`config.mk`:
```
export PLATFORM = sky130hd
export DESIGN_NAME = xfer_fsm
export DESIGN_NICKNAME = d
export VERILOG_FILES = /design/src/xfer_pkg.sv /design/src/xfer_fsm.sv
export SDC_FILE = /design/constraint.sdc
export NUM_CORES = 1
export LEC_CHECK = 0
export BUFFER_PORTS_ARGS = -buffer_cell sky130_fd_sc_hd__buf_2
export CORE_AREA = 2 2 39 41
export DETAILED_ROUTE_END_ITERATION = 10
export DIE_AREA = 0 0 41 43
export GPL_ROUTABILITY_DRIVEN = 0
export SETUP_SLACK_MARGIN = 0.05
export SLEW_MARGIN = 20
export SYNTH_ARGS = -nofsm -noshare
export SYNTH_HDL_FRONTEND = slang
export SYNTH_SLANG_ARGS = --single-unit
```
`constraint.sdc`:
```
create_clock -name clk_i -period 1.5 [get_ports clk_i]
set_input_delay 0.075 -clock clk_i [delete_from_list [all_inputs] [get_ports clk_i]]
set_output_delay 0.075 -clock clk_i [all_outputs]
set_load 0.02 [all_outputs]
```
`src/xfer_pkg.sv`:
```
// transfer engine types; lengths above 2**LW-1 words are not representable
package xfer_pkg;

  localparam int unsigned LW = 8;           // length counter width

  // number of words in one transfer (zero is a no-op)
  typedef logic [LW-1:0] len_t;

  // direction of a block transfer
  typedef enum logic {
    MODE_WRITE,                             // fill memory
    MODE_READ                               // read block back
  } xfer_mode_e;

  // engine sequencing states
  typedef enum logic [1:0] {
    ST_IDLE,                                // waiting for start
    ST_ISSUE,                               // requests on the bus
    ST_DRAIN,                               // read tail with last response pending
    ST_DONE                                 // one-cycle done pulse
  } xfer_state_e;

endpackage

```
`src/xfer_fsm.sv`:
```
// start is ignored while busy; clear aborts a transfer and drops req in the same cycle
module xfer_fsm
  import xfer_pkg::*;
(
  input  logic       clk_i,
  input  logic       rst_ni,
  input  logic       clear_i,
  input  logic       start_i,
  input  xfer_mode_e mode_i,
  input  len_t       len_i,
  input  logic       gnt_i,
  input  logic       issue_last_i,          // current request is the final one
  input  logic       recv_last_i,           // final response this cycle
  output logic       load_o,
  output logic       req_o,
  output logic       wen_o,
  output logic       busy_o,
  output logic       done_o,
  output logic       capture_o
);

  xfer_state_e state_q;
  xfer_state_e state_d;
  xfer_mode_e  mode_q;
  logic        zero_q;                      // latched zero-length flag
  logic        accept;

  assign accept = (state_q == ST_IDLE) && start_i;

  ////////////////////////////////////////////////////////////
  // next state
  ////////////////////////////////////////////////////////////

  always_comb begin
    state_d = state_q;
    unique case (state_q)
      ST_IDLE: begin
        if (start_i) begin
          state_d = ST_ISSUE;
        end
      end
      ST_ISSUE: begin
        if (zero_q) begin
          state_d = ST_DONE;                // nothing to issue
        end else if (gnt_i && issue_last_i) begin
          // reads still owe one response
          state_d = (mode_q == MODE_READ) ? ST_DRAIN : ST_DONE;
        end
      end
      ST_DRAIN: begin
        if (recv_last_i) begin
          state_d = ST_DONE;
        end
      end
      ST_DONE: begin
        state_d = ST_IDLE;                  // done lasts one cycle
      end
      default: begin
        state_d = ST_IDLE;
      end
    endcase
  end

  ////////////////////////////////////////////////////////////
  // state and transfer attributes
  ////////////////////////////////////////////////////////////

  always_ff @(posedge clk_i or negedge rst_ni) begin
    if (!rst_ni) begin
      state_q <= ST_IDLE;
      mode_q  <= MODE_WRITE;
      zero_q  <= 1'b0;
    end else if (clear_i) begin
      state_q <= ST_IDLE;
      mode_q  <= MODE_WRITE;
      zero_q  <= 1'b0;
    end else begin
      state_q <= state_d;
      if (accept) begin
        mode_q <= mode_i;
        zero_q <= (len_i == '0);
      end
    end
  end

  ////////////////////////////////////////////////////////////
  // outputs
  ////////////////////////////////////////////////////////////

  assign load_o    = accept;
  assign req_o     = (state_q == ST_ISSUE) && !zero_q && !clear_i;  // held until gnt
  assign wen_o     = (mode_q == MODE_READ);                         // high is read
  assign busy_o    = (state_q != ST_IDLE);
  assign done_o    = (state_q == ST_DONE);
  assign capture_o = (state_q == ST_ISSUE);                         // filter enable

endmodule

```
==> impl_metrics.tcl <==
set metrics [dict create \
    critPathCaptureType "primary output" \
    rows 14 \
    dp_hpwl_um 627 \
    ir_worst_vdd_mv 0.545 \
    hold_viol_final 0 \
    grt_pass1_wl_mm 1.19 \
    antenna_found_initial 0 \
    synth_fp_nets 56 \
    holdPathEnd "wen_o$_DFFE_PN0P_" \
    grt_usage_pct 10.8 \
    grt_max_degree 6 \
    whs_ps 89.9 \
    timing.rr.end "state_q[1]$_DFFE_PN0P_" \
    skew_ps 4.56 \
    worstMarginPinSlew_ps 253 \
    grt_setup_unrepaired "yes" \
    highest_layer "met3" \
    hold_path_class "input port to flop" \
    post-route-min-period_ps 1370 \
    setup_viol 0 \
    dr.pass1.iters 1 \
    cp_max_fo 3 \
    cts_buffers 3 \
    route.met2.wl_um 326 \
    post-cts-setup-buffers 0 \
    mostFrequentLayoutCell "buf_2" \
    n_fill_cell 150 \
    p_per_area_nw_per_um2 1300 \
    initial_core_util_pct 22.7 \
    cp-start-kind "flop" \
    netlist_area_sq_um 314 \
    arrival_ps 1290 \
    fp.dieH_um 43 \
    outcome "completed" \
    drive_above_1_share_pct 54.1 \
    dp_slack_ps 31.5 \
    first_iter_violations 0 \
    yosysSeqAreaShare_pct 31.9 \
    reg2reg_depth 6 \
    slew_headroom_pct 83.0 \
    io_buffer_count 21 \
    htreeDepth 1 \
    r2r-start "state_q[0]$_DFFE_PN0P_" \
    wire_per_inst_um 9.74 \
    ys_warn_count 0 \
    critical_path_required_ps 1420 \
    p_leak_nw 0.260 \
    ys_types 12 \
    root_buffer "clkbuf_4" \
    worstHoldStart "mode_i" \
    area_growth_pct 56.6 \
    grt-ovfl-total 0 \
    hold_path_depth 3 \
    final_cell_mix "buf_2, nand2_1, inv_1, ha_1" \
    antenna_cells 0 \
    maxSlewViolCount 0 \
    finalSetupTns_ps 0 \
    grt_pass1_vias 303 \
    clkLatencyLatePin_ps 230 \
    ys_seq_elements 4 \
    crit_path_start "state_q[1]$_DFFE_PN0P_" \
    clk_pin_slew_ps 40 \
    m1WireLength_um 343 \
    tritoncts "done" \
    post-route-period-util_pct 91.2 \
    vias 337 \
    clock-sinks 4 \
    maxCapViolCount 0 \
    worst_slack_ps 133 \
    met3_wirelength_um 80 \
    die_w_um 41 \
    fin_nets 84 \
    die-area_sq_um 1760 \
    final_antenna_net_count 0 \
    wirelength_um 750 \
    clock.fmax_mhz 731 \
    route.detailed.drc 0 \
    viasPerCell 4.38 \
    syn_inst 35 \
    core_sq_um 1380 \
    clockBufferDepth 2 \
    reg2reg_slack_ps 140 \
    critical_path_class "flop to primary output" \
    syn_area_per_cell_sq_um 8.97 \
    pin_count 22 \
]
-- cell families (layout without fill, tap and decap cells) --
family                   count (synthesis)  after routing  share of synthesized area [%]
adder cells (fa/ha/maj)                  5              5                           19.9
AO/OA/AOI/OAI                           10             10                           22.3
buffers and inverters                    7             33                           8.37
flip-flops                               4              4                           31.9
AND/OR/NAND/NOR                          9              9                           17.5
-- critical path: stages (launching register included) --
cell     delay [ps]
dfrtp_1         380
inv_1           110
ha_1            160
nor3b_4         220
buf_2           200
-- synth_stat cells --
master    number  share of area (%)
nor4_1         2                4.0
inv_1          7                8.4
nor3b_4        1                6.0
o22ai_1        1                2.0
nand2_1        5                6.0
a22o_1         3                8.4
dfrtp_1        4                 32
a21oi_1        3                4.8
a211oi_2       1                4.0
nand3_1        1                1.6
o21ai_0        2                3.2
ha_1           5                 20
-- per-stage QoR --
step / cells / total power [mW] / area (sq um) / utilization (%)
3_3_place_gp: 73 / 0.484 / 447 / 32.3
6_report: 77 / 0.641 / 492 / 35.5
4_1_cts: 77 / 0.640 / 485 / 35.1
2_1_floorplan: 35 / 0.382 / 314 / -
5_1_grt: 77 / 0.710 / 492 / 35.5
3_5_place_dp: 73 / 0.487 / 447 / 32.3
-- power by group --
group          switching (mW)  internal (mW)
Sequential             0.0234          0.132
Combinational           0.198          0.156
Clock                  0.0426         0.0894
Total                   0.264          0.378
-- flip-flops by register name, summed over array words and instances, names as in the netlist --
signal and flops:
state_q 2, wen_o 1, zero_q 1
-- metal layers --
layer / up-vias / GRT usage [%]
li1: 173 / -
met1: 144 / 12.3
met2: 20 / 15.0
met3: 0 / 9.42
met4: 0 / 2.00
met5: - / 0
-- final cells by class --
type | count | area (sq um) | share of cell area, %
multi-input cells | 24 | 196 | 39.9
inverters | 7 | 26.3 | 5.34
clock buffers | 3 | 22.5 | 4.58
flip-flops and latches | 4 | 101 | 20.6
well taps | 16 | 20.0 | 4.07
repair buffers | 23 | 125 | 25.4
-- how the worst max path moves through the flow --
stage,end,depth (start not counted)
after detailed placement,state_q[1]$_DFFE_PN0P_,6
after CTS,load_o,5
after global routing,req_o,4
final,req_o,4
after floorplan,state_q[1]$_DFFE_PN0P_,5
after global placement,state_q[1]$_DFFE_PN0P_,6
-- repair_timing --
item                                   in CTS  in global routing
endpoints found under the hold margin       4                  0
setup endpoints to repair                   2                  4
hold buffers                                1                  0
cloned                                      0                  0
gates resized for setup                     1                  5
pin swaps                                   0                  0
No activity file was read; power rests on OpenSTA's default activity.
