`src/tcdm_pkg.sv`:
```
// bus widths and vector types; addr_t is a word address and byte enables select bytes of one word
package tcdm_pkg;

  ////////////////////////////////////////////////////////////
  // bus widths
  ////////////////////////////////////////////////////////////

  localparam int unsigned AW = 16;          // word address bits
  localparam int unsigned DW = 32;          // data bits per word
  localparam int unsigned BW = DW / 8;      // one enable per byte

  // fallback for the UW module parameter
  localparam int unsigned DEFAULT_UW = 4;

  ////////////////////////////////////////////////////////////
  // vector types
  ////////////////////////////////////////////////////////////

  typedef logic [AW-1:0] addr_t;            // word address (not byte)
  typedef logic [DW-1:0] data_t;            // one bus word
  typedef logic [BW-1:0] be_t;              // byte enable vector

endpackage

```
`src/tcdm_r_user_filter.sv`:
```
// only valid where a granted read answers exactly one cycle later; bank side user is tied to zero
module tcdm_r_user_filter
  import tcdm_pkg::*;
#(
  parameter int unsigned UW = DEFAULT_UW
) (
  input  logic          clk_i,
  input  logic          rst_ni,
  input  logic          clear_i,
  input  logic          enable_i,
  // master side
  input  logic          in_req,
  input  addr_t         in_add,
  input  logic          in_wen,
  input  be_t           in_be,
  input  data_t         in_data,
  input  logic [UW-1:0] in_user,
  output logic          in_gnt,
  output logic          in_r_valid,
  output data_t         in_r_data,
  output logic [UW-1:0] in_r_user,
  // bank side
  output logic          out_req,
  output addr_t         out_add,
  output logic          out_wen,
  output be_t           out_be,
  output data_t         out_data,
  output logic [UW-1:0] out_user,
  input  logic          out_gnt,
  input  logic          out_r_valid,
  input  data_t         out_r_data
);

  logic [UW-1:0] user_q;                    // user of the last captured request

  // request path straight through with user stripped
  assign out_req  = in_req;
  assign out_add  = in_add;
  assign out_wen  = in_wen;
  assign out_be   = in_be;
  assign out_data = in_data;
  assign out_user = '0;                     // bank has no user storage

  // response path takes user from the register
  assign in_gnt     = out_gnt;
  assign in_r_valid = out_r_valid;
  assign in_r_data  = out_r_data;
  assign in_r_user  = user_q;               // lines up with r_data one cycle on

  always_ff @(posedge clk_i or negedge rst_ni) begin
    if (!rst_ni) begin
      user_q <= '0;
    end else if (clear_i) begin
      user_q <= '0;
    end else if (enable_i && in_req) begin
      user_q <= in_user;                    // tracks held request until gnt
    end
  end

endmodule

```
`config.mk`:
```
export PLATFORM = sky130hd
export DESIGN_NAME = tcdm_r_user_filter
export DESIGN_NICKNAME = d
export VERILOG_FILES = /design/src/tcdm_pkg.sv /design/src/tcdm_r_user_filter.sv
export SDC_FILE = /design/constraint.sdc
export NUM_CORES = 1
export LEC_CHECK = 0
export BUFFER_PORTS_ARGS = -buffer_cell sky130_fd_sc_hd__buf_4
export CAP_MARGIN = 20
export CORE_AREA = 2 2 75 77
export CTS_CLUSTER_SIZE = 8
export DETAILED_ROUTE_END_ITERATION = 8
export DIE_AREA = 0 0 77 79
export HOLD_SLACK_MARGIN = 0.03
export PLACE_DENSITY_LB_ADDON = 0.15
export SLEW_MARGIN = 0
export SYNTH_ARGS = -nofsm -noshare
export SYNTH_HDL_FRONTEND = slang
export SYNTH_SLANG_ARGS = --single-unit
```
`constraint.sdc`:
```
create_clock -name clk_i -period 0.8 [get_ports clk_i]
set_clock_uncertainty 0.05 [all_clocks]
set_input_delay 0.04 -clock clk_i [delete_from_list [all_inputs] [get_ports clk_i]]
set_output_delay 0.04 -clock clk_i [all_outputs]
set_load 0.03 [all_outputs]
```
==> impl_results.md <==
* Run status: finished, violations left
* Violated checks: setup timing
* Fraction of the yosys area taken by sequential cells at 11.2%
* Port buffer count at 13
* Met3 global-route usage at 3.86%
* Growth of design area from synthesis to finish at -47.5%
* Post CTS Setup Buffer Count at 0
* Via density per instance at 3.00
* Cell area after layout at 468 sq um
* Worst path required time at 0.71 ns
* CTS tree: built
* Routed WL at 1460 um
* Per-cell routed wire length at 13.3 um
* Critical Path AT at 0.76 ns
* Global-route total usage across every layer at 4.25%
* Setup-violating endpoint count in the final report at 5
* Power density of the placed cells at 1680 nW/um^2
* Clock Path Buffers at 2
* Worst hold path cell count at 0
* Clock insertion delay at the later pin of the skew report at 0.21 ns
* Maximum number of pins on one net before global-route repair at 10
* Number of vias in the routed layout at 330
* Fraction of layout instances using a drive strength above 1 at 55.3%
* CTS Buf Count at 3
* Largest register FFs at 4
* Max Transition Viols Final at 0
* Die height at 79 um
* Static Leak at 0.184 nW
* Critical Path Stages at 1
* Biggest area consumer among synthesized cells: sky130_fd_sc_hd__buf_4
* Period utilisation layout at 106%
* Register clock-pin slew on the reported worst setup and hold paths at 0.03 ns
* Final routed DRC violation total at 0
* Crit path max-delay cell type: sky130_fd_sc_hd__dfrtp_2
* Via count of the first global-routing pass at 346
* CTS sink count at 4
* Number of detailed-route iterations in the first pass at 2
* Area enclosed by the die boundary at 6080 sq um
* Maximum frequency from static timing analysis at 1.18 GHz
* Global-route wire length before repair at 1970 um
* Number of violations reported at the end of detailed-routing iteration 0 at 6
* Worst path top cell family by delay: flip-flops
* Count of buffer and inverter cells on the critical path at 1
* Cell Rows at 27
* Number of max-cap violations at 0
* Average instance area after synthesis at 8.03 sq um
* Largest fanout on the critical path at 2
* Leading cell types by total area after synthesis: sky130_fd_sc_hd__buf_4 78%, sky130_fd_sc_hd__dfrtp_1 11%, sky130_fd_sc_hd__a21bo_1 4.5%, sky130_fd_sc_hd__a21oi_1 2.2%, sky130_fd_sc_hd__nand3_1 2.2%
* Max IR drop VDD at 0.000595 V
* WS Path Type: reg2out
* Number of distinct standard cells referenced by the synthesized netlist at 8
* Area share of the largest cell type after synthesis at 77.5%
* Net count reported at finish at 136
* Global placement routability congestion at 0.644
* Worst Reg-to-Reg Cells at 2
* Post-route minimum period at 0.846 ns
* Longest individual stage delay on the worst path at 0.40 ns
* Filler Cell Count at 647
* Die span in x at 77 um
* Post-detailed-placement cell area at 388 sq um
* RSZ-0062 raised after global routing: yes
* Cell at the root of the clock tree: sky130_fd_sc_hd__clkbuf_8
* Remaining antenna violation count at 0
* Flop and latch count out of synthesis at 4
* Summed instance area of the synthesized netlist at 891 sq um
* Global-route met1 utilization at 2.96%
* Fin worst setup slack at -0.0461 ns
* Overall power after layout at 0.000788 W
* Number of instances in the synthesized netlist at 111
* Initial Utilization at 16.7%
* H-tree levels at 1
* Most used routing layer: met4
* Tightest Hold Check Type: in2out
* Met2 usage at 4.91%
* Overflow after GRT at 0
* Yosys Warn Count at 0
* Ant diodes at 0
* Antenna violations before repair at 0
* Area inside the core boundary at 5340 sq um
* Number of ports placed on the die boundary at 192
* Category of the worst setup path launch point: flip-flop
* Count of endpoints failing hold in the final timing report at 0
* Category of the worst setup path capture point: output port
* Cells along the critical path: buf_6
==> cell usage after synthesis <==
cell                       n
sky130_fd_sc_hd__buf_4    92
sky130_fd_sc_hd__a21bo_1   4
sky130_fd_sc_hd__a21oi_1   4
sky130_fd_sc_hd__dfrtp_1   4
sky130_fd_sc_hd__nand3_1   4
sky130_fd_sc_hd__buf_2     1
sky130_fd_sc_hd__buf_6     1
sky130_fd_sc_hd__conb_1    1
==> cell families (layout without fill, tap and decap cells) <==
| kind of cell | Yosys count | in the layout | synth area share (%) |
|---|---|---|---|
| simple gates | 4 | 4 | 2.25 |
| buf+inv | 94 | 18 | 79.4 |
| other cells | 1 | 4 | 0.421 |
| flops | 4 | 4 | 11.2 |
| compound gates | 8 | 8 | 6.74 |
==> through the flow <==
step	utilization [%]	TNS (ns)	hold slack [ns]	instances	setup WS (ns)
floorplan	-	-0.294	-0.306	114	-0.0735
global placement	7.27	0	-0.205	105	0.0326
detailed placement	7.27	0	-0.207	105	0.0242
CTS	8.70	-0.186	0.0302	110	-0.0501
global route	8.77	-0.315	0.0300	110	-0.0641
finish	8.77	-0.170	0.0300	110	-0.0461
==> report_power, final <==
part | internal [W] | switching (W)
Clock | 0.000320 | 0.0000968
Sequential | 0.000214 | 0.00000667
Combinational | 0.0000639 | 0.0000858
==> metal layers <==
metal	up-vias	wire, um
met1	135	371
li1	100	-
met5	-	0
met4	0	164
met2	53	571
met3	42	355
==> area by class of cell <==
class / count / area [sq um] / area share [%]
timing repair buffer: 15 / 133 / 28.3
tap: 72 / 90.1 / 19.3
clock buffer: 3 / 41.3 / 8.82
multi-input combinational: 16 / 98.8 / 21.1
sequential: 4 / 105 / 22.5
==> cell usage in the layout (no fill, tap or decap) <==
cell type                       netlist  routed
sky130_fd_sc_hd__a21bo_1              4       4
sky130_fd_sc_hd__a21oi_1              4       3
sky130_fd_sc_hd__a21oi_2              0       1
sky130_fd_sc_hd__buf_4               92       9
sky130_fd_sc_hd__buf_6                1       4
sky130_fd_sc_hd__clkbuf_8             0       3
sky130_fd_sc_hd__conb_1               1       4
sky130_fd_sc_hd__dfrtp_2              0       4
sky130_fd_sc_hd__dlygate4sd3_1        0       2
sky130_fd_sc_hd__nand3_1              4       4
==> worst paths after layout <==
path                         startpoint      endpoint  slack [ns]
max                        in_r_user[3]  in_r_user[3]       -0.05
min                            in_be[2]     out_be[2]        0.03
max reg2reg                in_r_user[1]  in_r_user[1]           0
min reg2reg                in_r_user[0]  in_r_user[0]        0.61
max in group asynchronous        rst_ni  in_r_user[0]        0.48
min in group asynchronous        rst_ni  in_r_user[1]        0.11
==> what timing repair did <==
action	in CTS	in global routing
pin swaps	0	0
setup endpoints to repair	4	8
resized for setup	4	1
hold endpoints to repair	8	0
hold buffers	2	0
==> worst reg2reg max path, stage by stage (launching register included) <==
cell	delay, ns
sky130_fd_sc_hd__dfrtp_2	0.40
sky130_fd_sc_hd__a21bo_1	0.19
sky130_fd_sc_hd__a21oi_2	0.05
Note: power is estimated with default switching activity, not from simulation.
