`src/tcdm_pkg.sv`:
```
// bus widths and vector types; addr_t is a word address and byte enables select bytes of one word
package tcdm_pkg;

  ////////////////////////////////////////////////////////////
  // bus widths
  ////////////////////////////////////////////////////////////

  localparam int unsigned AW = 16;          // word address bits
  localparam int unsigned DW = 32;          // data bits per word
  localparam int unsigned BW = DW / 8;      // one enable per byte

  // fallback for the UW module parameter
  localparam int unsigned DEFAULT_UW = 4;

  ////////////////////////////////////////////////////////////
  // vector types
  ////////////////////////////////////////////////////////////

  typedef logic [AW-1:0] addr_t;            // word address (not byte)
  typedef logic [DW-1:0] data_t;            // one bus word
  typedef logic [BW-1:0] be_t;              // byte enable vector

endpackage

```
`src/xfer_pkg.sv`:
```
// transfer engine types; lengths above 2**LW-1 words are not representable
package xfer_pkg;

  localparam int unsigned LW = 8;           // length counter width

  // number of words in one transfer (zero is a no-op)
  typedef logic [LW-1:0] len_t;

  // direction of a block transfer
  typedef enum logic {
    MODE_WRITE,                             // fill memory
    MODE_READ                               // read block back
  } xfer_mode_e;

  // engine sequencing states
  typedef enum logic [1:0] {
    ST_IDLE,                                // waiting for start
    ST_ISSUE,                               // requests on the bus
    ST_DRAIN,                               // read tail with last response pending
    ST_DONE                                 // one-cycle done pulse
  } xfer_state_e;

endpackage

```
`src/resp_accumulator.sv`:
```
// sum wraps at 2**32 and the mismatch count wraps at 2**LW; write transfers leave both at zero
module resp_accumulator
  import tcdm_pkg::*;
  import xfer_pkg::*;
#(
  parameter int unsigned UW = DEFAULT_UW
) (
  input  logic          clk_i,
  input  logic          rst_ni,
  input  logic          clear_i,
  input  logic          start_i,            // accepted start only
  input  logic [UW-1:0] tag_i,
  input  logic          r_valid_i,
  input  data_t         r_data_i,
  input  logic [UW-1:0] r_user_i,
  output data_t         sum_o,
  output len_t          mismatch_o
);

  logic [UW-1:0] tag_q;                     // tag of the running transfer
  data_t         sum_q;
  len_t          mis_q;
  logic          hit;

  assign hit = (r_user_i == tag_q);

  always_ff @(posedge clk_i or negedge rst_ni) begin
    if (!rst_ni) begin
      tag_q <= '0;
      sum_q <= '0;
      mis_q <= '0;
    end else if (clear_i) begin
      tag_q <= '0;
      sum_q <= '0;
      mis_q <= '0;
    end else if (start_i) begin
      tag_q <= tag_i;
      sum_q <= '0;
      mis_q <= '0;
    end else if (r_valid_i) begin
      if (hit) begin
        sum_q <= sum_q + r_data_i;          // modulo 2**DW
      end else begin
        mis_q <= mis_q + len_t'(1);         // response tagged for someone else
      end
    end
  end

  assign sum_o      = sum_q;                // holds until next start
  assign mismatch_o = mis_q;

endmodule

```
`config.mk`:
```
export PLATFORM = sky130hd
export DESIGN_NAME = resp_accumulator
export DESIGN_NICKNAME = d
export VERILOG_FILES = /design/src/tcdm_pkg.sv /design/src/xfer_pkg.sv /design/src/resp_accumulator.sv
export SDC_FILE = /design/constraint.sdc
export NUM_CORES = 1
export LEC_CHECK = 0
export BUFFER_PORTS_ARGS = -buffer_cell sky130_fd_sc_hd__buf_2
export CELL_PAD_IN_SITES_DETAIL_PLACEMENT = 0
export CELL_PAD_IN_SITES_GLOBAL_PLACEMENT = 2
export CORE_ASPECT_RATIO = 1.2
export CORE_MARGIN = 1
export CORE_UTILIZATION = 32
export CTS_CLUSTER_SIZE = 40
export DETAILED_ROUTE_END_ITERATION = 10
export PLACE_DENSITY_LB_ADDON = 0.1
export SYNTH_ARGS = -nofsm -noshare
export SYNTH_HDL_FRONTEND = slang
export SYNTH_SLANG_ARGS = --single-unit
```
`constraint.sdc`:
```
create_clock -name clk_i -period 2.6 [get_ports clk_i]
set_input_delay 0.52 -clock clk_i [delete_from_list [all_inputs] [get_ports clk_i]]
set_output_delay 0.52 -clock clk_i [all_outputs]
set_load 0.005 [all_outputs]
```
==> impl_summary.txt <==
----------------------------------------------------
[GRT]
  Global routing usage summed across all routing layers ... 0.1947
  Global-route wire length before repair ... approximately 18,000 µm
  Number of global-route vias before repair ... 3,753
  Largest net degree at the start of global routing ... 25
  Initial antenna violation count ... 0
  Total global routing overflow ... 0

[Place]
  Port Buf Inserts ... 84
  Post-Place Setup Slack ... -0.2545 ns
  Total instance count after detailed placement ... approximately 720
  Routability cong. ... between 0.8 and 0.9
  Half-perimeter wire length after detailed placement ... roughly 8700 µm

[Layout]
  Final net count ... around 650
  Number of standard cells in the layout, taps in and fillers out ... around 730
  Number of fill cells ... 1,203
  Antenna Diode Count ... 0
  Share of layout cells above drive strength 1 ... 0.3059
  Area growth from synthesis to layout ... 29.93%

[Clocking]
  Clock-pin transition on the worst setup and hold timing paths ... 0.07 ns
  Level count of the clock H-tree ... 2
  Number of sinks handled by clock tree synthesis ... 44
  Clock latency of the later-clocked register in the worst-skew pair ... roughly 0.30 ns
  CTS tree ... yes
  Clock tree root buffer cell ... sky130_fd_sc_hd__clkbuf_16
  Total clock buffers created by CTS ... 5
  Maximum number of buffers from clock root to sink ... 2

[STA]
  Final setup violating endpoints ... 0
  RSZ-0062 raised after global routing ... yes
  Share of the clock period used by the worst path after layout ... 0.9580
  Worst rel slew slack ... 0.5717
  Highest Clock Rate ... 401.5 MHz
  Post-route clock skew ... 0.003528 ns
  Final Hold Vio Count ... 0
  Count of final max-slew check failures ... 0
  Worst Max-Slew Pin Slew ... 0.6424 ns
  Minimum clock period ... 2.491 ns
  Final worst slack ... about 0.11 ns

[Synth]
  Warning count from the yosys run ... 0
  Synth Flop Type ... sky130_fd_sc_hd__dfrtp_1
  Proportion of synthesized flip-flops having asynchronous set or reset ... 1.000
  Gate Count Post-Synth ... ~440
  Synthesized net count ... 521
  Post-synthesis sequential area ratio ... 0.2983
  Cell area after synthesis ... approximately 0.0037 mm²
  FF+latch count, synth ... 44
  Synthesized area divided by synthesized cell count ... ~8.3 µm²
  Number of synthesized flops with an enable pin ... 0
  Number of unique standard cell types used by synthesis ... roughly 60

[Route]
  Total number of vias ... 3,630
  Number of antenna-violating nets in the routed design ... 0
  Via/cell ratio ... ~5.0
  Routed wire length per instance ... 15.17 µm
  Total DRC errors in the routed layout ... 0
  Aggregate routed wire length ... 11,010 µm
  Number of DRC markers in iteration 0 ... ~130
  Initial DRT Pass Iterations ... 4

[Critical path]
  Arr. time, crit path ... ~2.7 ns
  Setup Crit Path Kind ... register to register
  Top fanout value on the critical path ... 3
  Reg2Reg Setup Slack ... 0.11 ns
  Worst Setup End Kind ... register
  Critical Path RT ... 2.82 ns
  Crit path launch type ... register

[Floorplanning]
  Number of top-level pins ... 85
  Floorplan die height ... roughly 120 µm
  Standard-cell rows ... between 40 and 50
  Area of the core region ... 0.01114 mm²
  Initial Util ... 0.3313
  Width of the die ... between 100 and 150 µm
  Total Die Area ... 0.01197 mm²

[Power and ir drop]
  Maximum resistive drop on vdd ... 0.2128 mV
  Leakage Power ... 2.460 nW
  Power per cell area ... 348.6 mW/mm²

[Run status]
  Status ... completed

[Min path]
  Worst hold path class ... primary input to async pin

[Job]
  Total of max-cap violations ... 0

----------------------------------------------------
## synth_stat cells, types with 3 or more instances
library cell / count / area (µm²)
sky130_fd_sc_hd__o21a_1: 3 / 22.52
sky130_fd_sc_hd__a21oi_1: 56 / 280.3
sky130_fd_sc_hd__o21ai_1: 3 / 15.01
sky130_fd_sc_hd__nand2_1: 57 / 214.0
sky130_fd_sc_hd__nand3_1: 23 / 115.1
sky130_fd_sc_hd__xnor2_1: 13 / 113.9
sky130_fd_sc_hd__dfrtp_1: 44 / 1101
sky130_fd_sc_hd__inv_1: 10 / 37.54
sky130_fd_sc_hd__nor4_1: 6 / 37.54
sky130_fd_sc_hd__a211oi_1: 4 / 30.03
sky130_fd_sc_hd__and3_1: 8 / 50.05
sky130_fd_sc_hd__clkbuf_1: 12 / 45.04
sky130_fd_sc_hd__o21bai_1: 5 / 37.54
sky130_fd_sc_hd__xor2_1: 17 / 148.9
sky130_fd_sc_hd__o21ai_0: 16 / 80.08
sky130_fd_sc_hd__nor3_1: 7 / 35.03
sky130_fd_sc_hd__a21o_1: 17 / 127.6
sky130_fd_sc_hd__ha_1: 32 / 400.4
sky130_fd_sc_hd__nand4_1: 7 / 43.79
sky130_fd_sc_hd__o211ai_1: 4 / 30.03
sky130_fd_sc_hd__a31oi_1: 6 / 37.54
sky130_fd_sc_hd__nor2b_1: 6 / 37.54
sky130_fd_sc_hd__nor2_1: 36 / 135.1
sky130_fd_sc_hd__buf_6: 5 / 56.30
sky130_fd_sc_hd__mux2i_1: 6 / 60.06
## final timing paths
kind / endpoint / startpoint / cells past startpoint
max: sum_o[26] / sum_o[0] / 12
min: sum_o[17] / rst_ni / 1
max reg2reg: sum_o[26] / sum_o[0] / 12
min reg2reg: sum_o[16] / sum_o[16] / 2
max in group asynchronous: sum_o[12] / rst_ni / 2
min in group clk_i: tag_q[3] / clear_i / 2
## cell type report
type | count | area, µm² | share of cell area
Clock inverter | 3 | 26.28 | 0.005479
Clock buffer | 5 | 125.1 | 0.02609
Tap cell | 154 | 192.7 | 0.04018
Inverter | 10 | 37.54 | 0.007827
Timing Repair Buffer | 144 | 874.6 | 0.1824
Sequential cell | 44 | 1101 | 0.2296
Multi-Input combinational cell | 366 | 2439 | 0.5085
## cell usage in the layout (no fill, tap or decap), drive strengths merged, types with 7 or more instances in the layout
cell / netlist / routed
buf: 7 / 144
nand2: 57 / 57
a21oi: 56 / 56
dfrtp: 44 / 44
nor2: 36 / 36
ha: 32 / 32
nand3: 23 / 23
o21ai: 20 / 20
xor2: 17 / 17
a21o: 17 / 17
xnor2: 13 / 13
inv: 10 / 12
and3: 9 / 9
nor3: 7 / 7
nand4: 7 / 7
## cells by family (layout without fill, tap and decap cells)
| family | count (synthesis) | in the layout | share of synthesized area |
|---|---|---|---|
| multiplexers | 6 | 6 | 0.01627 |
| adder cells (fa/ha/maj) | 33 | 33 | 0.1139 |
| AO/OA/AOI/OAI | 133 | 133 | 0.2393 |
| AND/OR/NAND/NOR | 164 | 164 | 0.2088 |
| buffers and inverters | 33 | 162 | 0.05220 |
| XOR/XNOR | 30 | 30 | 0.07119 |
| flip-flops | 44 | 44 | 0.2983 |
## critical path, stage by stage (launching register included)
cell and delay [ns]:
sky130_fd_sc_hd__dfrtp_1 0.40, sky130_fd_sc_hd__ha_2 0.19, sky130_fd_sc_hd__inv_2 0.06, sky130_fd_sc_hd__fa_2 0.19, sky130_fd_sc_hd__and2b_2 0.24, sky130_fd_sc_hd__o31ai_4 0.22
sky130_fd_sc_hd__a21o_1 0.24, sky130_fd_sc_hd__o211ai_4 0.11, sky130_fd_sc_hd__a211oi_2 0.29, sky130_fd_sc_hd__buf_4 0.15, sky130_fd_sc_hd__nor3_1 0.04, sky130_fd_sc_hd__nand3b_1 0.18
sky130_fd_sc_hd__a21oi_2 0.13
## registers in the layout, indices dropped and copies added (netlist names)
register,count
tag_q,4
mismatch_o,8
sum_o,32
## report_power, final
group / leakage, nW / switching [mW] / internal [mW]
clock network: 0.0748 / 0.318 / 0.366
registers: 0.611 / 0.00715 / 0.692
logic: 1.77 / 0.164 / 0.125
## stage by stage
stage	hold slack, ns	setup TNS [ns]	util	power (mW)	instance area, µm²
2_1_floorplan	0.2244	0	-	0.8711	3691
3_3_place_gp	0.5207	-0.8670	0.4115	0.9996	4584
3_5_place_dp	0.5224	-1.306	0.4115	1.001	4584
4_1_cts	0.2616	-0.001988	0.4262	1.693	4748
5_1_grt	0.2758	-0.1287	0.4305	1.753	4796
6_report	0.2427	0	0.4305	1.672	4796
## what timing repair did
item	CTS	global route
cloned	0	0
pin swaps	1	17
endpoints found under the setup margin	1	8
setup buffers	1	1
hold buffers	0	0
resized for setup	1	10
## routing by layer
layer,vias to the layer above,track usage,share of wire
met5,-,0,0
met4,0,0.04891,0.012
met3,9,0.03378,0.031
met2,56,0.3478,0.51
met1,1713,0.2406,0.45
li1,1852,-,-
(Power assumes the default switching activity.)
