===== config.mk =====
export PLATFORM = sky130hd
export DESIGN_NAME = xfer_counter
export DESIGN_NICKNAME = d
export VERILOG_FILES = /design/src/tcdm_pkg.sv /design/src/xfer_pkg.sv /design/src/xfer_counter.sv
export SDC_FILE = /design/constraint.sdc
export NUM_CORES = 1
export LEC_CHECK = 0
export BUFFER_PORTS_ARGS = -buffer_cell sky130_fd_sc_hd__buf_2
export CORE_MARGIN = 1
export CORE_UTILIZATION = 54
export DETAILED_ROUTE_END_ITERATION = 16
export PLACE_DENSITY = 0.91
export SLEW_MARGIN = 20
export SYNTH_ARGS = -nofsm -noshare
export SYNTH_HDL_FRONTEND = slang
export SYNTH_SLANG_ARGS = --single-unit

===== constraint.sdc =====
create_clock -name clk_i -period 2.2 [get_ports clk_i]
set_input_delay 0.11 -clock clk_i [delete_from_list [all_inputs] [get_ports clk_i]]
set_output_delay 0.11 -clock clk_i [all_outputs]
set_load 0.05 [all_outputs]

===== src/tcdm_pkg.sv =====
// bus widths and vector types; addr_t is a word address and byte enables select bytes of one word
package tcdm_pkg;

  ////////////////////////////////////////////////////////////
  // bus widths
  ////////////////////////////////////////////////////////////

  localparam int unsigned AW = 16;          // word address bits
  localparam int unsigned DW = 32;          // data bits per word
  localparam int unsigned BW = DW / 8;      // one enable per byte

  // fallback for the UW module parameter
  localparam int unsigned DEFAULT_UW = 4;

  ////////////////////////////////////////////////////////////
  // vector types
  ////////////////////////////////////////////////////////////

  typedef logic [AW-1:0] addr_t;            // word address (not byte)
  typedef logic [DW-1:0] data_t;            // one bus word
  typedef logic [BW-1:0] be_t;              // byte enable vector

endpackage


===== src/xfer_pkg.sv =====
// transfer engine types; lengths above 2**LW-1 words are not representable
package xfer_pkg;

  localparam int unsigned LW = 8;           // length counter width

  // number of words in one transfer (zero is a no-op)
  typedef logic [LW-1:0] len_t;

  // direction of a block transfer
  typedef enum logic {
    MODE_WRITE,                             // fill memory
    MODE_READ                               // read block back
  } xfer_mode_e;

  // engine sequencing states
  typedef enum logic [1:0] {
    ST_IDLE,                                // waiting for start
    ST_ISSUE,                               // requests on the bus
    ST_DRAIN,                               // read tail with last response pending
    ST_DONE                                 // one-cycle done pulse
  } xfer_state_e;

endpackage


===== src/xfer_counter.sv =====
// last flags are meaningless for a zero length; the FSM handles that case on its own
module xfer_counter
  import tcdm_pkg::*;
  import xfer_pkg::*;
(
  input  logic  clk_i,
  input  logic  rst_ni,
  input  logic  clear_i,
  input  logic  load_i,                     // start of a transfer
  input  addr_t base_i,
  input  len_t  len_i,
  input  logic  gnt_i,
  input  logic  r_valid_i,
  output addr_t add_o,
  output len_t  index_o,
  output logic  issue_last_o,
  output logic  recv_last_o
);

  addr_t add_q;                             // address of the pending request
  len_t  issue_q;                           // grants so far
  len_t  recv_q;                            // responses so far
  len_t  len_q;
  len_t  len_m1;

  assign len_m1 = len_q - len_t'(1);

  always_ff @(posedge clk_i or negedge rst_ni) begin
    if (!rst_ni) begin
      add_q   <= '0;
      issue_q <= '0;
      recv_q  <= '0;
      len_q   <= '0;
    end else if (clear_i) begin
      add_q   <= '0;
      issue_q <= '0;
      recv_q  <= '0;
      len_q   <= '0;
    end else if (load_i) begin
      add_q   <= base_i;
      issue_q <= '0;
      recv_q  <= '0;
      len_q   <= len_i;
    end else begin
      if (gnt_i) begin
        add_q   <= add_q + addr_t'(1);      // bank wraps on its low bits
        issue_q <= issue_q + len_t'(1);
      end
      if (r_valid_i) begin
        recv_q <= recv_q + len_t'(1);
      end
    end
  end

  assign add_o        = add_q;
  assign index_o      = issue_q;            // word index for fill data
  assign issue_last_o = (issue_q == len_m1);
  assign recv_last_o  = r_valid_i && (recv_q == len_m1);

endmodule


==> flow_metrics.py, run 1 <==
metrics = {
    "outcome": {
        "status": "completed",
    },
    "sta": {
        "setup_viol": 0,
        "slew_headroom": 0.431,
        "timing.hold.ws_ns": 0.0563,
        "period_share": 0.973,
        "slew_viol_final": 0,
        "fin_skew_ns": 0.00843,
        "tightest_slew_ns": 0.854,
        "max_freq_mhz": 467,
        "hold_violations": 0,
        "min_period_ns": 2.14,
    },
    "finish": {
        "fin_util": 0.686,
        "area_growth_pct": 22.0,
        "final_cell_mix": "53 x buf_2, 41 x nor2_1, 34 x dfrtp_1",
        "stdcell_area_mm2": 0.00299,
        "multi_input_area_mm2": 0.00142,
        "diodes": 0,
        "drive_above_1_share": 0.318,
        "fill_cells": 309,
        "layout_commonest_cell": "buf_2",
        "seqCellArea_mm2": 0.00101,
        "final_nets": 335,
    },
    "run": {
        "max-cap-violations": 0,
    },
    "global_route": {
        "grt_pass1_wl_um": 9010,
        "gr-total-overflow": 0,
        "track_usage": 0.240,
        "grt_pass1_vias": 1904,
        "antenna_found_initial": 0,
        "grt_max_degree": 41,
    },
    "setup_path": {
        "startpoint_type": "flip-flop",
        "rrSetupSlack_ns": 0.46,
        "crit_type": "reg -> out",
        "regToRegStartpoint": "add_o[0]",
        "rr_worst_depth": 5,
        "crit_slowest_cell": "dfrtp_2",
        "required_ns": 2.09,
        "reg2reg_to": "add_o[14]",
        "path_cells": "inv_1 > ha_4 > xnor2_2 > xnor2_1 > nor4b_2 > and4_1 > buf_6",
        "critPathMaxFanout": 5,
        "worst_path_largest_cell_delay_ns": 0.42,
        "arrival_ns": 2.03,
        "critPathCaptureType": "output port",
    },
    "power_and_ir_drop": {
        "powerDensity_mw_per_mm2": 572,
        "power_uw": 1710,
        "max-vdd-ir-drop_v": 0.000481,
        "p_leak_uw": 0.00141,
    },
    "clock_network": {
        "clk_pin_slew_worst_paths_ns": 0.07,
        "cts_tree": "done",
        "cts_buffer_depth": 2,
        "root_buffer": "clkbuf_8",
        "clk_latency_ns": 0.29,
        "htreeDepth": 2,
        "cts_sinks": 40,
        "numCtsBuffers": 5,
    },
    "synthesis": {
        "avgSynthCellArea_um2": 10.2,
        "synth_area_mm2": 0.00245,
        "syn-num-nets": 275,
        "yosysWarnings": 0,
        "synth.distinct_cells": 39,
        "ys_async_sr_fraction": 1.00,
        "synth-edff-count": 0,
        "ys_ff_latch": 40,
        "ys.flop_type": "dfrtp_1",
        "syn_inst": 241,
        "seq_area_frac_synth": 0.409,
    },
    "floorplan": {
        "start_util": 0.563,
        "core_mm2": 0.00435,
        "die_y_um": 69.4,
        "dieArea_mm2": 0.00481,
        "ioPinCount": 56,
        "die_w_um": 69.4,
        "rows": 24,
    },
    "place": {
        "finalWeightedCongestion": 0.916,
        "numPortBuffers": 55,
        "place_area_mm2": 0.00275,
        "dp_hpwl_um": 3910,
    },
    "worst_hold_path": {
        "min_path_cells": 2,
        "hold_start": "clear_i",
        "hold_path.class": "in -> reg",
        "min_to": "len_q[7]",
    },
    "routing": {
        "wl_per_cell_um": 15.7,
        "firstDrtPassIters": 4,
        "ant_nets": 0,
        "wl_um": 5550,
        "via_per_inst": 5.77,
        "remaining_drc_errors": 0,
        "drt_iter0_drc": 68,
        "vias": 2042,
    },
}
-- per-layer routing --
| layer | vias up | GRT usage | share of wire |
|---|---|---|---|
| met5 | - | 0 | 0 |
| met4 | 0 | 0.0884 | 0.020 |
| met3 | 10 | 0.0407 | 0.050 |
| met2 | 71 | 0.394 | 0.52 |
| met1 | 993 | 0.320 | 0.41 |
| li1 | 968 | - | - |
-- what timing repair did --
item / 4_1_cts / 5_1_grt
endpoints found under the hold margin: 40 / 0
resized for setup: 9 / 10
pin swaps: 0 / 3
endpoints found under the setup margin: 2 / 2
hold buffers: 1 / 0
setup buffers: 2 / 5
gates cloned: 0 / 0
-- synthesized netlist by cell type (5+ instances only) --
master | n | area [um2]
xnor3_1 | 6 | 135
nand4_1 | 11 | 68.8
dfrtp_1 | 40 | 1000
a211oi_1 | 7 | 52.6
nor2_1 | 41 | 154
inv_1 | 9 | 33.8
xnor2_1 | 22 | 193
nand2_1 | 10 | 37.5
nor3_1 | 10 | 50.1
mux2i_1 | 12 | 120
nand3_1 | 5 | 25.0
xor2_1 | 11 | 96.3
a311oi_1 | 5 | 43.8
-- registers in the layout, indices dropped and copies added, names as in the netlist --
register,count
recv_q,8
index_o,8
add_o,16
len_q,8
-- worst max-delay path, delay by kind of cell (launching register included) --
family	cells	cell delay, ns
xor gates and xnor gates	2	0.33
adders and majority gates	1	0.17
buffers and inverters	2	0.25
DFF	1	0.42
and+or+nand+nor	2	0.57
-- final cells by class --
class / count / share of cell area
clock inverters: 2 / 0.00460
clock buffers: 6 / 0.0276
inverters: 9 / 0.0113
flip-flops and latches: 40 / 0.337
repair buffers: 65 / 0.121
well taps: 52 / 0.0218
multi-input cells: 180 / 0.476
-- stage by stage --
| stage | cells | setup TNS (ns) | setup WS (ns) |
|---|---|---|---|
| 2_1_floorplan | 241 | 0 | 0.248 |
| 3_3_place_gp | 338 | 0 | 0.200 |
| 3_5_place_dp | 338 | 0 | 0.117 |
| 4_1_cts | 349 | 0 | 0.00690 |
| 5_1_grt | 354 | -0.0548 | -0.0548 |
| 6_report | 354 | 0 | 0.0587 |
-- power by group --
part           total [uW]  internal (uW)  leakage, uW  switching, uW
Sequential            814            766     0.000528           47.9
Combinational         377            159     0.000827            217
Clock                 520            256    0.0000516            263
Total                1710           1180      0.00141            528
-- cell families after synthesis --
kind of cell | Yosys count | share of synthesized area
simple gates | 100 | 0.219
mux | 12 | 0.0490
xor+xnor | 41 | 0.193
buf+inv | 21 | 0.0373
compound gates | 23 | 0.0730
fa+ha+maj | 4 | 0.0204
flops | 40 | 0.409
-- worst max path at each step --
| stage | startpoint | endpoint | slack, ns | depth (start not counted) |
|---|---|---|---|---|
| 2_1_floorplan | len_q[0] | recv_last_o | 0.25 | 7 |
| 3_3_place_gp | len_q[0] | recv_last_o | 0.20 | 7 |
| 3_5_place_dp | len_q[0] | recv_last_o | 0.12 | 7 |
| 4_1_cts | len_q[2] | issue_last_o | 0.007 | 5 |
| 5_1_grt | len_q[0] | recv_last_o | -0.05 | 7 |
| 6_report | len_q[1] | recv_last_o | 0.06 | 7 |
Note: power is estimated with default switching activity, not from simulation.
==> run 2: changes to the inputs <==
--- a/config.mk
+++ b/config.mk
@@ -6,6 +6,7 @@
 export NUM_CORES = 1
 export LEC_CHECK = 0
 export BUFFER_PORTS_ARGS = -buffer_cell sky130_fd_sc_hd__buf_2
+export CORE_ASPECT_RATIO = 0.6
 export CORE_MARGIN = 1
 export CORE_UTILIZATION = 54
 export DETAILED_ROUTE_END_ITERATION = 16
==> constraint.sdc (replaced) <==
create_clock -name clk_i -period 2.1 [get_ports clk_i]
set_input_delay 0.105 -clock clk_i [delete_from_list [all_inputs] [get_ports clk_i]]
set_output_delay 0.105 -clock clk_i [all_outputs]
set_load 0.05 [all_outputs]
==> run 2 against run 1 <==
- the flow now finishes with violations (setup timing)
- clock-buffer cell count unchanged
- critical path depth down 1
- core utilization up 1.7 points
- worst hold slack worse by 0.0090 ns
- clock power down 5.6%
- combinational power up 5%
- die area up 0.19%
- worst setup slack worse by 0.14 ns
- cell count up 2.5%
- largest power group unchanged
==> flow_metrics.py, run 2 (synthesis gave the netlist of run 1 again) <==
metrics = {
    "worst_hold_path": {
        "min_path_cells": 3,
        "min_to": "add_o[0]",
        "hold_path.class": "in -> reg",
        "hold_start": "base_i[0]",
    },
    "floorplan": {
        "die_w_um": 89.0,
        "die_y_um": 54.2,
        "rows": 18,
        "core_mm2": 0.00423,
        "dieArea_mm2": 0.00482,
        "start_util": 0.579,
        "ioPinCount": 56,
    },
    "routing": {
        "wl_per_cell_um": 15.9,
        "via_per_inst": 5.57,
        "remaining_drc_errors": 0,
        "wl_um": 5780,
        "drt_iter0_drc": 98,
        "vias": 2022,
        "ant_nets": 0,
        "firstDrtPassIters": 4,
    },
    "finish": {
        "diodes": 0,
        "layout_commonest_cell": "buf_2",
        "final_nets": 337,
        "fin_util": 0.703,
        "final_cell_mix": "53 x buf_2, 41 x nor2_1, 39 x dfrtp_1",
        "drive_above_1_share": 0.294,
        "largest_register_ffs": 16,
        "fin_cells": 363,
        "fill_cells": 340,
        "area_growth_pct": 21.5,
    },
    "setup_path": {
        "critPathMaxFanout": 4,
        "required_ns": 2.00,
        "reg2reg_to": "add_o[14]",
        "rr_worst_depth": 5,
        "startpoint_type": "flip-flop",
        "crit_top_cell": "buf_6",
        "path_cells": "buf_6 > or4_4 > nor2_4 > xnor3_2 > and4_1 > buf_6",
        "crit_slowest_cell": "or4_4",
        "arrival_ns": 2.07,
        "regToRegStartpoint": "add_o[0]",
        "critPathLaunch": "len_q[1]",
        "rrSetupSlack_ns": 0.33,
        "crit_type": "reg -> out",
        "worst_path_largest_cell_delay_ns": 0.54,
        "critPathCaptureType": "output port",
    },
    "power_and_ir_drop": {
        "p_leak_uw": 0.00141,
        "powerDensity_mw_per_mm2": 584,
        "max-vdd-ir-drop_v": 0.000343,
    },
    "clock_network": {
        "cts_buffer_depth": 2,
        "root_buffer": "clkbuf_8",
        "htreeDepth": 2,
        "cts_sinks": 40,
        "clk_pin_slew_worst_paths_ns": 0.08,
        "clk_latency_ns": 0.30,
        "cts_tree": "done",
        "numCtsBuffers": 5,
    },
    "run": {
        "max-cap-violations": 0,
    },
    "sta": {
        "hold_violations": 0,
        "setup_viol": 2,
        "max_freq_mhz": 459,
        "fin_skew_ns": 0.00978,
        "rsz0062_at_grt": "true",
        "tightest_slew_ns": 0.906,
        "min_period_ns": 2.18,
        "slew_viol_final": 0,
        "tns_ns": -0.116,
        "slew_headroom": 0.396,
        "period_share": 1.04,
        "finalWorstSetupSlack_ns": -0.0789,
    },
    "global_route": {
        "grt_max_degree": 41,
        "antenna_found_initial": 0,
        "gr-total-overflow": 0,
        "grt_pass1_wl_um": 8890,
        "grt_pass1_vias": 1840,
        "track_usage": 0.259,
    },
    "place": {
        "numPortBuffers": 55,
        "finalWeightedCongestion": 0.827,
        "dp.cells": 350,
        "dp_hpwl_um": 4190,
        "post-place-ws_ns": 0.0633,
    },
    "outcome": {
        "status": "finished, violations left",
        "failed_checks": "setup timing",
    },
}
run 2: area by class of cell:
type | count | area [um2] | share of cell area
inverters | 9 | 33.8 | 0.0113
clock inverters | 1 | 5.00 | 0.00168
clock buffers | 6 | 72.6 | 0.0244
multi-input cells | 180 | 1400 | 0.470
flip-flops and latches | 40 | 1000 | 0.337
well taps | 60 | 75.1 | 0.0252
repair buffers | 67 | 388 | 0.130
run 2: timing repair:
action,CTS,global route
setup buffers,2,3
pin swaps,4,4
hold buffers,1,0
endpoints found under the setup margin,2,2
endpoints found under the hold margin,40,0
gates resized for setup,9,4
run 2: where the power goes:
part           switching, uW  total [uW]  leakage, uW  internal (uW)
combinational            230         395     0.000835            165
sequential              49.3         851     0.000535            802
clock                    265         491    0.0000410            226
run 2: layer usage:
metal	global-route usage	wire length [um]	vias to the layer above
met1	0.379	2900	965
met5	0	0	-
met3	0.0613	373	8
li1	-	-	973
met4	0.0714	52	0
met2	0.386	2450	76
run 2: critical path, delay by kind of cell (launching register included):
kind | cells | cell delay [ns]
AND/OR/NAND/NOR | 3 | 0.86
flip-flops | 1 | 0.40
XOR/XNOR | 1 | 0.24
buffers and inverters | 2 | 0.29
run 2: metrics by stage:
step | hold slack, ns | cell area, um2 | power [uW]
5_1_grt | 0.0540 | 2980 | 1810
3_5_place_dp | 0.278 | 2790 | 1230
3_3_place_gp | 0.268 | 2790 | 1220
4_1_cts | 0.0488 | 2930 | 1730
2_1_floorplan | -0.191 | 2450 | 1120
6_report | 0.0473 | 2980 | 1740
run 2: worst max-delay path by stage:
| stage | end | slack, ns | cells after the start |
|---|---|---|---|
| 3_3_place_gp | recv_last_o | 0.15 | 7 |
| 6_report | recv_last_o | -0.08 | 6 |
| 2_1_floorplan | recv_last_o | 0.15 | 7 |
| 4_1_cts | recv_last_o | -0.08 | 6 |
| 3_5_place_dp | recv_last_o | 0.06 | 5 |
| 5_1_grt | recv_last_o | -0.15 | 6 |
==> run 3: changes to the inputs <==
--- a/config.mk
+++ b/config.mk
@@ -5,7 +5,7 @@
 export SDC_FILE = /design/constraint.sdc
 export NUM_CORES = 1
 export LEC_CHECK = 0
-export BUFFER_PORTS_ARGS = -buffer_cell sky130_fd_sc_hd__buf_2
+export BUFFER_PORTS_ARGS = -buffer_cell sky130_fd_sc_hd__buf_4
 export CORE_ASPECT_RATIO = 0.6
 export CORE_MARGIN = 1
 export CORE_UTILIZATION = 54
==> run 3 against run 2 <==
- the flow still finishes with violations (setup timing)
- first-iteration DRC count grew 87%
- highest routed layer unchanged
- critical path depth did not move
- power up 17%
- combinational power rose by 11%
- sequential power about the same
- largest cell class unchanged
- non-clock buffer count fell by 4
- final area up 6.1%
- clock-buffer cell count down 1
- cell count is 1.1% lower
==> flow_metrics.py, run 3 (synthesis gave the netlist of run 1 again) <==
metrics = {
    "setup_path": {
        "rr_worst_depth": 5,
        "critical-path-top-delay-family": "simple AND/OR/NAND/NOR gates",
        "rrSetupSlack_ns": 0.25,
        "crit_top_cell": "buf_6",
        "arrival_ns": 2.06,
        "startpoint_type": "flip-flop",
        "required_ns": 2.00,
        "critPathLaunch": "len_q[0]",
        "worst_path_largest_cell_delay_ns": 0.54,
        "path_cells": "buf_6 > or4_4 > nor2_4 > xnor3_2 > and4_1 > buf_6",
        "cp.depth": 6,
        "crit_type": "reg -> out",
        "critPathMaxFanout": 4,
        "regToRegStartpoint": "add_o[0]",
        "path_buf_inv": 2,
        "critPathCaptureType": "output port",
        "crit_path_end": "recv_last_o",
        "crit_slowest_cell": "or4_4",
        "reg2reg_to": "add_o[12]",
    },
    "sta": {
        "period_share": 1.03,
        "min_period_ns": 2.16,
        "fin_skew_ns": 0.00486,
        "slew_viol_final": 0,
        "timing.hold.ws_ns": 0.0517,
        "tightest_slew_ns": 0.748,
        "rsz0062_at_grt": "true",
        "setup_viol": 2,
        "max_freq_mhz": 462,
        "finalWorstSetupSlack_ns": -0.0626,
        "hold_violations": 0,
        "tns_ns": -0.102,
        "slew_headroom": 0.501,
    },
    "floorplan": {
        "die_y_um": 54.2,
        "core_mm2": 0.00423,
        "die_w_um": 89.0,
        "dieArea_mm2": 0.00482,
        "start_util": 0.579,
        "rows": 18,
        "ioPinCount": 56,
    },
    "clock_network": {
        "root_buffer": "clkbuf_8",
        "numCtsBuffers": 5,
        "cts_buffer_depth": 2,
        "cts_sinks": 40,
        "cts_tree": "done",
        "clk_latency_ns": 0.29,
        "htreeDepth": 2,
        "clk_pin_slew_worst_paths_ns": 0.08,
    },
    "finish": {
        "diodes": 0,
        "final_cell_mix": "59 x buf_4, 41 x nor2_1, 37 x dfrtp_1",
        "final_nets": 333,
        "fill_cells": 307,
        "fin_cells": 359,
        "layout_commonest_cell": "buf_4",
        "area_growth_pct": 28.9,
        "largest_register_ffs": 16,
        "drive_above_1_share": 0.298,
    },
    "power_and_ir_drop": {
        "p_leak_uw": 0.00145,
        "powerDensity_mw_per_mm2": 642,
        "max-vdd-ir-drop_v": 0.000364,
        "power_uw": 2030,
    },
    "routing": {
        "vias": 2101,
        "ant_nets": 0,
        "remaining_drc_errors": 0,
        "drt_iter0_drc": 183,
        "wl_um": 6420,
        "firstDrtPassIters": 4,
        "wl_per_cell_um": 17.9,
        "via_per_inst": 5.85,
    },
    "global_route": {
        "antenna_found_initial": 0,
        "gr-total-overflow": 0,
        "grt_max_degree": 41,
        "grt_pass1_vias": 1968,
        "track_usage": 0.281,
        "grt_pass1_wl_um": 9630,
    },
    "place": {
        "finalWeightedCongestion": 0.799,
        "numPortBuffers": 55,
        "post-place-ws_ns": 0.0220,
        "dp_hpwl_um": 4430,
        "dp.cells": 346,
    },
    "outcome": {
        "failed_checks": "setup timing",
        "status": "finished, violations left",
    },
    "run": {
        "max-cap-violations": 0,
    },
    "worst_hold_path": {
        "hold_path.class": "in -> reg",
    },
}
-- run 3: worst register-to-register path: cells and delay by family (launching register included) --
family	cells	cell delay [ns]
AOI/OAI and AO/OA	1	0.27
and+or+nand+nor	3	0.77
DFF	1	0.49
adders and majority gates	1	0.23
-- run 3: stage by stage --
| stage | utilization | cell area, um2 |
|---|---|---|
| final | 0.746 | 3160 |
| after global routing | 0.746 | 3160 |
| after CTS | 0.736 | 3120 |
| after detailed placement | 0.684 | 2900 |
| after global placement | 0.684 | 2900 |
| after floorplan | - | 2450 |
-- run 3: worst min path at each step --
stage / from / end / slack [ns] / cells past startpoint
2_1_floorplan: rst_ni / add_o[0] / -0.19 / 0
4_1_cts: base_i[2] / add_o[2] / 0.05 / 3
3_5_place_dp: rst_ni / recv_q[6] / 0.11 / 1
6_report: base_i[2] / add_o[2] / 0.05 / 3
3_3_place_gp: rst_ni / recv_q[5] / 0.11 / 1
5_1_grt: base_i[1] / add_o[1] / 0.07 / 3
-- run 3: layout make-up --
class	count	area, um2	share of cell area
Clock buffer	5	68.8	0.0218
Clock inverter	2	60.1	0.0190
Inverter	9	33.8	0.0107
Multi-Input combinational cell	180	1430	0.452
Sequential cell	40	1000	0.318
Tap cell	60	75.1	0.0238
Timing Repair Buffer	63	487	0.154
-- run 3: repair_timing --
action                                  4_1_cts  5_1_grt
hold buffers                                  1        0
hold endpoints to repair                     40        0
endpoints found under the setup margin        2        2
buffers inserted                              2        3
gates resized for setup                      14        2
pin swaps                                     3        4
-- run 3: metal layers --
| metal | vias up | global-route usage | wire length (um) |
|---|---|---|---|
| met5 | - | 0 | 0 |
| met1 | 1034 | 0.394 | 2810 |
| met4 | 0 | 0.0661 | 68 |
| li1 | 963 | - | - |
| met2 | 93 | 0.462 | 2990 |
| met3 | 11 | 0.0506 | 555 |
-- run 3: power breakdown --
| part | switching [uW] | internal, uW |
|---|---|---|
| Sequential | 50.1 | 802 |
| Combinational | 244 | 194 |
| Clock | 268 | 468 |
